==> src/hdl/requant_pkg.sv <==
package requant_pkg;

    // data path widths
    localparam int IN_WIDTH       = 32;             // one partial sum from the reduction net
    localparam int OUT_WIDTH      = IN_WIDTH / 2;   // requantized result, half of the input

    // lane organisation
    localparam int NUM_LANES      = 4;              // parallel lanes per row
    localparam int LANE_IDX_WIDTH = 2;              // lane index on the config port

    // lane command layout
    //   [CMD_MODE_BIT]      1 = shifted, 0 = bypass
    //   [SHIFT_WIDTH-1:0]   shift s, result starts at bit s+1
    localparam int SHIFT_WIDTH    = 4;              // shift field, 0..15
    localparam int CMD_WIDTH      = SHIFT_WIDTH + 1;
    localparam int CMD_MODE_BIT   = 4;              // msb of the command

endpackage

==> src/hdl/bit_select_seq.sv <==
`timescale 1ns/100ps

module bit_select_seq
    import requant_pkg::*;
(
    input  logic                  clk,
    input  logic                  rst_n,

    input  logic                  i_en,       // lane enable
    input  logic                  i_valid,    // row valid
    input  logic [IN_WIDTH-1:0]   i_data,     // 32-bit partial sum
    input  logic [CMD_WIDTH-1:0]  i_cmd,      // active lane command

    output logic                  o_valid,
    output logic [OUT_WIDTH-1:0]  o_data
);

    logic                    accept;         // row taken this cycle
    logic                    mode_shift;     // command asks for shifted mode
    logic [SHIFT_WIDTH-1:0]  shift_amt;
    logic [SHIFT_WIDTH:0]    sel_base;       // start bit, one wider so 15+1 fits
    logic [OUT_WIDTH-1:0]    shifted_sel;
    logic [OUT_WIDTH-1:0]    bypass_sel;

    logic [OUT_WIDTH-1:0]    bypass_q;
    logic [OUT_WIDTH-1:0]    shifted_q;
    logic                    mode_q;         // mode that goes with the registered row
    logic                    valid_q;

    assign accept     = i_en & i_valid;
    assign mode_shift = i_cmd[CMD_MODE_BIT];
    assign shift_amt  = i_cmd[SHIFT_WIDTH-1:0];

    // window of OUT_WIDTH bits starting at shift+1
    // highest start is 16, so the window never runs past bit 31
    always_comb
    begin
        sel_base    = {1'b0, shift_amt} + {{SHIFT_WIDTH{1'b0}}, 1'b1};
        shifted_sel = i_data[sel_base +: OUT_WIDTH];
    end

    assign bypass_sel = i_data[OUT_WIDTH-1:0];  // low half unchanged

    // bypass path
    always_ff @(posedge clk or negedge rst_n)
    begin
        if (!rst_n)
        begin
            bypass_q <= '0;
        end
        else if (accept && !mode_shift)
        begin
            bypass_q <= bypass_sel;
        end
        else
        begin
            bypass_q <= '0;                     // idle or shifted row
        end
    end

    // shifted path
    always_ff @(posedge clk or negedge rst_n)
    begin
        if (!rst_n)
        begin
            shifted_q <= '0;
        end
        else if (accept && mode_shift)
        begin
            shifted_q <= shifted_sel;
        end
        else
        begin
            shifted_q <= '0;                    // idle or bypass row
        end
    end

    // mode and valid travel with the data
    always_ff @(posedge clk or negedge rst_n)
    begin
        if (!rst_n)
        begin
            mode_q  <= 1'b0;
            valid_q <= 1'b0;
        end
        else if (accept)
        begin
            mode_q  <= mode_shift;
            valid_q <= 1'b1;
        end
        else
        begin
            mode_q  <= 1'b0;
            valid_q <= 1'b0;
        end
    end

    // registered mode picks the path, so a later commit cannot touch this row
    assign o_data  = mode_q ? shifted_q : bypass_q;
    assign o_valid = valid_q;

endmodule

==> src/hdl/cmd_regfile.sv <==
`timescale 1ns/100ps

module cmd_regfile
    import requant_pkg::*;
(
    input  logic                            clk,
    input  logic                            rst_n,

    // host config port with four-phase req/ack
    input  logic                            i_cfg_req,
    input  logic [LANE_IDX_WIDTH-1:0]       i_cfg_lane,
    input  logic [CMD_WIDTH-1:0]            i_cfg_cmd,
    input  logic                            i_cfg_commit,   // copy shadow to active
    output logic                            o_cfg_ack,

    // active commands with lane k at bits k*CMD_WIDTH upward
    output logic [NUM_LANES*CMD_WIDTH-1:0]  o_lane_cmd
);

    typedef enum logic
    {
        ST_IDLE = 1'b0,                     // waiting for req
        ST_ACK  = 1'b1                      // ack high until req drops
    } hs_state_t;

    hs_state_t               state_q;
    hs_state_t               state_d;

    logic                    cfg_take;      // one pulse per transfer
    logic                    shadow_wr;
    logic                    commit;

    logic [CMD_WIDTH-1:0]    shadow_q [NUM_LANES];
    logic [CMD_WIDTH-1:0]    active_q [NUM_LANES];

    // a request is taken only while ack is still low
    assign cfg_take  = i_cfg_req && (state_q == ST_IDLE);
    assign shadow_wr = cfg_take && !i_cfg_commit;
    assign commit    = cfg_take &&  i_cfg_commit;

    always_comb
    begin
        state_d = state_q;
        case (state_q)
            ST_IDLE:
            begin
                if (i_cfg_req)
                begin
                    state_d = ST_ACK;
                end
            end
            ST_ACK:
            begin
                if (!i_cfg_req)
                begin
                    state_d = ST_IDLE;      // host released req
                end
            end
            default:
            begin
                state_d = ST_IDLE;
            end
        endcase
    end

    always_ff @(posedge clk or negedge rst_n)
    begin
        if (!rst_n)
        begin
            state_q <= ST_IDLE;
        end
        else
        begin
            state_q <= state_d;
        end
    end

    assign o_cfg_ack = (state_q == ST_ACK);

    // shadow bank written one lane per transfer
    always_ff @(posedge clk or negedge rst_n)
    begin
        if (!rst_n)
        begin
            for (int i = 0; i < NUM_LANES; i++)
            begin
                shadow_q[i] <= '0;          // bypass after reset
            end
        end
        else if (shadow_wr)
        begin
            shadow_q[i_cfg_lane] <= i_cfg_cmd;
        end
    end

    // only a commit touches the active bank
    // takes effect on the same edge that raises ack
    always_ff @(posedge clk or negedge rst_n)
    begin
        if (!rst_n)
        begin
            for (int i = 0; i < NUM_LANES; i++)
            begin
                active_q[i] <= '0;
            end
        end
        else if (commit)
        begin
            for (int i = 0; i < NUM_LANES; i++)
            begin
                active_q[i] <= shadow_q[i];
            end
        end
    end

    // pack for the lanes
    // a commit is forwarded so the row on the ack edge already sees it
    always_comb
    begin
        for (int i = 0; i < NUM_LANES; i++)
        begin
            o_lane_cmd[i*CMD_WIDTH +: CMD_WIDTH] = commit ? shadow_q[i] : active_q[i];
        end
    end

endmodule

==> src/hdl/requant_top.sv <==
`timescale 1ns/100ps

module requant_top
    import requant_pkg::*;
(
    input  logic                            clk,
    input  logic                            rst_n,

    // row from the reduction network
    input  logic                            i_en,
    input  logic                            i_valid,
    input  logic [NUM_LANES*IN_WIDTH-1:0]   i_data,     // lane k at bits 32k upward

    // row to the output buffer, no back-pressure
    output logic                            o_valid,
    output logic [NUM_LANES*OUT_WIDTH-1:0]  o_data,     // lane k at bits 16k upward

    // host config port
    input  logic                            i_cfg_req,
    input  logic [LANE_IDX_WIDTH-1:0]       i_cfg_lane,
    input  logic [CMD_WIDTH-1:0]            i_cfg_cmd,
    input  logic                            i_cfg_commit,
    output logic                            o_cfg_ack
);

    logic [NUM_LANES*CMD_WIDTH-1:0]  lane_cmd;      // active commands, packed
    logic [NUM_LANES-1:0]            lane_valid;    // identical across lanes

    cmd_regfile u_cmd_regfile
    (
        .clk          (clk),
        .rst_n        (rst_n),
        .i_cfg_req    (i_cfg_req),
        .i_cfg_lane   (i_cfg_lane),
        .i_cfg_cmd    (i_cfg_cmd),
        .i_cfg_commit (i_cfg_commit),
        .o_cfg_ack    (o_cfg_ack),
        .o_lane_cmd   (lane_cmd)
    );

    // one selector per lane, all share valid and enable
    genvar k;
    generate
        for (k = 0; k < NUM_LANES; k++)
        begin : g_lane
            bit_select_seq u_bit_select
            (
                .clk     (clk),
                .rst_n   (rst_n),
                .i_en    (i_en),
                .i_valid (i_valid),
                .i_data  (i_data[k*IN_WIDTH +: IN_WIDTH]),
                .i_cmd   (lane_cmd[k*CMD_WIDTH +: CMD_WIDTH]),
                .o_valid (lane_valid[k]),
                .o_data  (o_data[k*OUT_WIDTH +: OUT_WIDTH])
            );
        end
    endgenerate

    assign o_valid = lane_valid[0];     // lane 0 speaks for the row

endmodule

==> config.mk <==
export PLATFORM = sky130hd
export DESIGN_NAME = requant_top
export DESIGN_NICKNAME = d
export VERILOG_FILES = /design/src/hdl/requant_pkg.sv /design/src/hdl/bit_select_seq.sv /design/src/hdl/cmd_regfile.sv /design/src/hdl/requant_top.sv
export SDC_FILE = /design/constraint.sdc
export NUM_CORES = 1
export LEC_CHECK = 0
export BUFFER_PORTS_ARGS = -buffer_cell sky130_fd_sc_hd__buf_4
export CAP_MARGIN = 20
export CORE_ASPECT_RATIO = 1.5
export CORE_MARGIN = 2
export CORE_UTILIZATION = 39
export DETAILED_ROUTE_END_ITERATION = 8
export PLACE_DENSITY = 0.63
export SETUP_SLACK_MARGIN = 0.02
export SLEW_MARGIN = 0
export SYNTH_ARGS = -nofsm -noshare
export SYNTH_HDL_FRONTEND = slang
export SYNTH_HIERARCHICAL = 1
export SYNTH_SLANG_ARGS = --single-unit
==> constraint.sdc <==
create_clock -name clk -period 6.2 [get_ports clk]
set_input_delay 0.62 -clock clk [delete_from_list [all_inputs] [get_ports clk]]
set_output_delay 0.62 -clock clk [all_outputs]
set_load 0.05 [all_outputs]
## Word-level counts from Yosys, hierarchy flattened

Index checks and enable logic that the tools add are counted.

- Register bits: 174
- Output and inout bits: 66
- Word-level logic and storage cells: 77

- Add/subtract/negate cells: 4
- Order comparisons: 2
- Shift-type cells: 4
- Mux-type cells: 25
- Bitwise logic cells: 3
- Reduce and logical (&&, ||, !) cells: 17

Operator list:

| cell | number |
|---|---|
| 16-bit 2-to-1 mux | 12 |
| 32-bit by 6-bit variable part select with 16-bit output | 4 |
| 5-bit 2-to-1 mux | 5 |
| 4-bit by 1-bit adder with 5-bit output (second input constant) | 4 |
| 20-bit bitwise mux | 1 |
| 1-bit logical AND | 12 |
| 5-bit demux with 2-bit select | 1 |
| 1-bit 2-to-1 mux | 6 |
| 1-bit logical NOT | 5 |
| 3-bit >= comparator (second input constant) | 1 |
| 3-bit by 1-bit < comparator with 1-bit output (second input constant) | 1 |
| 2-bit NOT with 3-bit output | 1 |
| 1-bit AND | 1 |
| 1-bit NOT | 1 |

## Logic depth before layout (Yosys ltp)

- Depth in word-level cells: 7
- Depth in mapped cells: 8
- Mapped depth without buffers: 5

## Cells and area by module

Netlist, hierarchy kept.

By module, submodules not included:

| module | times used | cells each | area an instance (um2) |
|---|---|---|---|
| bit_select_seq | 4 | 165 | 2303.5 |
| cmd_regfile | 1 | 113 | 1783.0 |

## Worst setup path before layout

Ideal clock, no wire load.

- Path type: register -> register
- Start point: register u_cmd_regfile.state_q (netlist: u_cmd_regfile/o_cfg_ack)
- End point: register g_lane[0].u_bit_select.shifted_q[13]
- Arrival time: 2.329 ns
- Data required time: 6.064 ns
- Slack: 3.735 ns
- Stages on the path, launching flop included: 9
- Buffers on the path: 3
- Clock period less this slack: 2.465 ns
- Cell sequence: dfrtp_1 -> nand3b_1 -> buf_2 -> mux2_2 -> buf_6 -> buf_12 -> mux4_2 -> mux2i_1 -> o22ai_1

- Longest elaborated chain between the ends: 7

RTL lines:

| item | line | RTL |
|---|---|---|
| start, declared | cmd_regfile.sv:26 | `hs_state_t state_q;` |
| start signal, assigned | cmd_regfile.sv:74 | `state_q <= state_d;` |
| 1-bit NOT | n/a |  |
| 1-bit logical AND | cmd_regfile.sv:37 | `assign cfg_take = i_cfg_req && (state_q == ST_IDLE);` |
| 1-bit logical AND | cmd_regfile.sv:39 | `assign commit = cfg_take && i_cfg_commit;` |
| 5-bit 2-to-1 mux | cmd_regfile.sv:122 | `o_lane_cmd[i*CMD_WIDTH +: CMD_WIDTH] = commit ? shadow_q[i] : active_q[i];` |
| via lane_cmd[1] | requant_top.sv:26 | `logic [NUM_LANES*CMD_WIDTH-1:0] lane_cmd;` |
| 4-bit by 1-bit adder with 5-bit output | bit_select_seq.sv:38 | `sel_base = {1'b0, shift_amt} + {{SHIFT_WIDTH{1'b0}}, 1'b1};` |
| 32-bit by 6-bit variable part select with 16-bit output | bit_select_seq.sv:39 | `shifted_sel = i_data[sel_base +: OUT_WIDTH];` |
| 16-bit 2-to-1 mux | bit_select_seq.sv:68 | `else if (accept && mode_shift)` |
| end signal, assigned | bit_select_seq.sv:70 | `shifted_q <= shifted_sel;` |
| end, declared | bit_select_seq.sv:26 | `logic [OUT_WIDTH-1:0] shifted_q;` |

The timed path passes the listed nets, and every way through them passes these cells.
A chain may end at the register's enable or synchronous reset.

## Worst setup path in the final report

- Start point: register u_cmd_regfile.state_q (netlist: u_cmd_regfile/o_cfg_ack)
- End point: register g_lane[3].u_bit_select.shifted_q[5]

- Longest elaborated chain between the ends: 7

RTL lines:

| item | line |
|---|---|
| 1-bit NOT | n/a |
| 1-bit logical AND | cmd_regfile.sv:37 |
| 1-bit logical AND | cmd_regfile.sv:39 |
| 5-bit 2-to-1 mux | cmd_regfile.sv:122 |
| via lane_cmd[16] | requant_top.sv:26 |
| 4-bit by 1-bit adder with 5-bit output | bit_select_seq.sv:38 |
| 32-bit by 6-bit variable part select with 16-bit output | bit_select_seq.sv:39 |
| 16-bit 2-to-1 mux | bit_select_seq.sv:68 |
| end signal, assigned | bit_select_seq.sv:70 |
| end, declared | bit_select_seq.sv:26 |

The timed path passes the listed nets, and every way through them passes these cells.

==> summary.md <==
| Metric | Value |
|---|---|
| Run status | `finished clean` |
| Mean post-synth cell area | `14.2 sq um` |
| Die Height | `209 microns` |
| Crit start category | `flop` |
| Initial antenna violation count | `0` |
| Period utilization | `0.487` |
| Vias post-DR | `7525` |
| TritonCTS clock tree | `yes` |
| PortBufs | `206` |
| Clock skew | `0.00681 ns` |
| Clk_lat worst skew | `0.44 ns` |
| Hold-fix buffers at CTS | `0` |
| Final WS setup | `3.18 ns` |
| Post-route antenna net violation count | `0` |
| Sw frac | `0.344` |
| CTS Buf Count | `17` |
| Ant. Diodes | `0` |
| CP startpoint | `u_cmd_regfile/o_cfg_ack` |
| Worst endpoint required time | `6.49 ns` |
| Leak | `0.00590 uW` |
| Worst r2r src | `u_cmd_regfile/o_cfg_ack` |
| Minimum clock period | `3.02 ns` |
| # Post-CTS Setup Buffers | `0` |
| GPL Wtd Cong | `0.841` |
| Nets@finish | `1075` |
| Top Layer Used | `met4` |
| Worst slew margin | `0.319` |
| Die Area | `29400 sq um` |
| Setup slack at placement | `2.86 ns` |
| Max-cap viol count | `0` |
| Arrival time worst endpoint | `3.31 ns` |
| Starting Density | `0.393` |
| Count of final hold-check violations | `0` |
| Net Sw Power | `1510 uW` |
| Final WL | `27.5 mm` |
| Tightest Pin Transition | `1.02 ns` |
| CTS Sinks | `174` |
| Clock network power share | `0.250` |
| Largest net degree at the start of global routing | `81` |
| Total congestion overflow | `0` |
| H-tree Lvls | `4` |
| Max VDD drop | `183 uV` |
| Die width | `141 microns` |
| Number of global-route vias before repair | `7806` |
| First-pass GRT wire length | `43.4 mm` |
| Power Density | `334 nW/um^2` |
| Final Non-Filler Cells | `1293` |
| Reg2reg setup slack | `3.18 ns` |
| Post-Syn Nets | `911` |
| Pint | `2870 uW` |
| Wire length on met1 | `10.8 mm` |
| Post-CTS Resized | `0` |
| RSZ-0062 raised after global routing | `no` |
| Layout cells sized above 1 | `0.498` |
| GRT Resource Usage Total | `0.189` |
| Crit end category | `flop` |
| Post-Syn Area | `10900 sq um` |
| Reg power frac | `0.314` |
| Placed cell count | `1260` |
| CTS Buffer Depth | `2` |
| DR WL met2 | `14.8 mm` |
| Row Count | `75` |
| Routed WL per cell | `21.3 microns` |
| Fmax | `0.331 GHz` |
| Initial DRC count | `389` |
| DR pass1 iterations | `5` |
| Core footprint | `27800 sq um` |
| Io pins | `207` |
| Cells after Synth | `770` |
| Residual DRC | `0` |
| Setup Viol. Count Final | `0` |
| Layout fillers | `2492` |
| Max Slew Vio Count | `0` |
| Metal3 WL | `1.27 mm` |
| Crit Path Class | `flop to flop` |
| YS warnings | `6` |
| Hold WC Path Type | `input pin to asynchronous set/reset pin` |
| Clock transition at path regs | `0.07 ns` |
| Comb power frac | `0.436` |
| Final core occ | `0.472` |
| Critical Path Fanout Max | `40` |
| TNS Setup | `0 ns` |
| CTS root buffer | `clkbuf_16` |
| Vias per Instance | `5.82` |
| Synthesis-to-layout area growth | `19.9%` |
| Design Power | `4380 uW` |
| DP HPWL | `20.2 mm` |
-- critical path: stages (launching register included) --
cell      delay, ns
dfrtp_1        0.40
nand3b_1       0.14
buf_4          0.42
mux2_2         0.79
mux4_2         0.61
mux2i_1        0.32
o221ai_1       0.15
-- worst paths after layout --
kind                                                       end  cells after the start
max                        g_lane[3].u_bit_select/shifted_q[5]                      6
min                        g_lane[1].u_bit_select/shifted_q[9]                      1
max reg2reg                g_lane[3].u_bit_select/shifted_q[5]                      6
min reg2reg                          u_cmd_regfile/active_q[1]                      1
max in group asynchronous  g_lane[2].u_bit_select/bypass_q[14]                      2
min in group clk                       u_cmd_regfile/o_cfg_ack                      1
-- power by group through the flow --
stage	clock [uW]	sequential [uW]	combinational (uW)
6_report	1090	1380	1910
5_1_grt	1170	1400	2040
4_1_cts	1120	1380	1920
3_5_place_dp	0	1400	1910
3_3_place_gp	0	1390	1890
2_1_floorplan	0	1360	1620
-- layer usage --
| metal | GRT usage | up-vias |
|---|---|---|
| li1 | - | 3358 |
| met1 | 0.230 | 3876 |
| met2 | 0.333 | 239 |
| met3 | 0.0351 | 52 |
| met4 | 0.0697 | 0 |
| met5 | 0 | - |
-- final cells by class --
class	instances	area (sq um)	share of cell area
timing repair buffer	210	1580	0.121
inverter	4	15.0	0.00115
sequential	174	4350	0.332
clock inverter	10	139	0.0106
tap	346	433	0.0331
clock buffer	22	454	0.0347
multi-input combinational	527	6120	0.467
-- stage by stage --
stage	area, sq um	hold WS [ns]
3_5_place_dp	12500	0.488
3_3_place_gp	12500	0.481
2_1_floorplan	10900	0.324
4_1_cts	13100	0.240
5_1_grt	13100	0.253
6_report	13100	0.196
-- flip-flops by register name, summed over array words and instances (netlist names) --
| signal | flops |
|---|---|
| u_cmd_regfile/o_cfg_ack | 1 |
| u_cmd_regfile/shadow_q | 20 |
| g_lane.u_bit_select/mode_q | 4 |
| g_lane.u_bit_select/bypass_q | 64 |
| g_lane.u_bit_select/o_valid | 1 |
| u_cmd_regfile/active_q | 20 |
| g_lane.u_bit_select/shifted_q | 64 |
-- placed cells by master (no fill, tap or decap), drive strengths merged, types with 6 or more instances in the layout --
master,count
buf,210
dfrtp,174
mux2,128
mux4,112
mux2i,76
and2,68
nand3,41
o22ai,36
clkbuf,22
nand2,17
o221ai,16
o211ai,12
clkinv,6
Power figures use the tool's default switching activity.
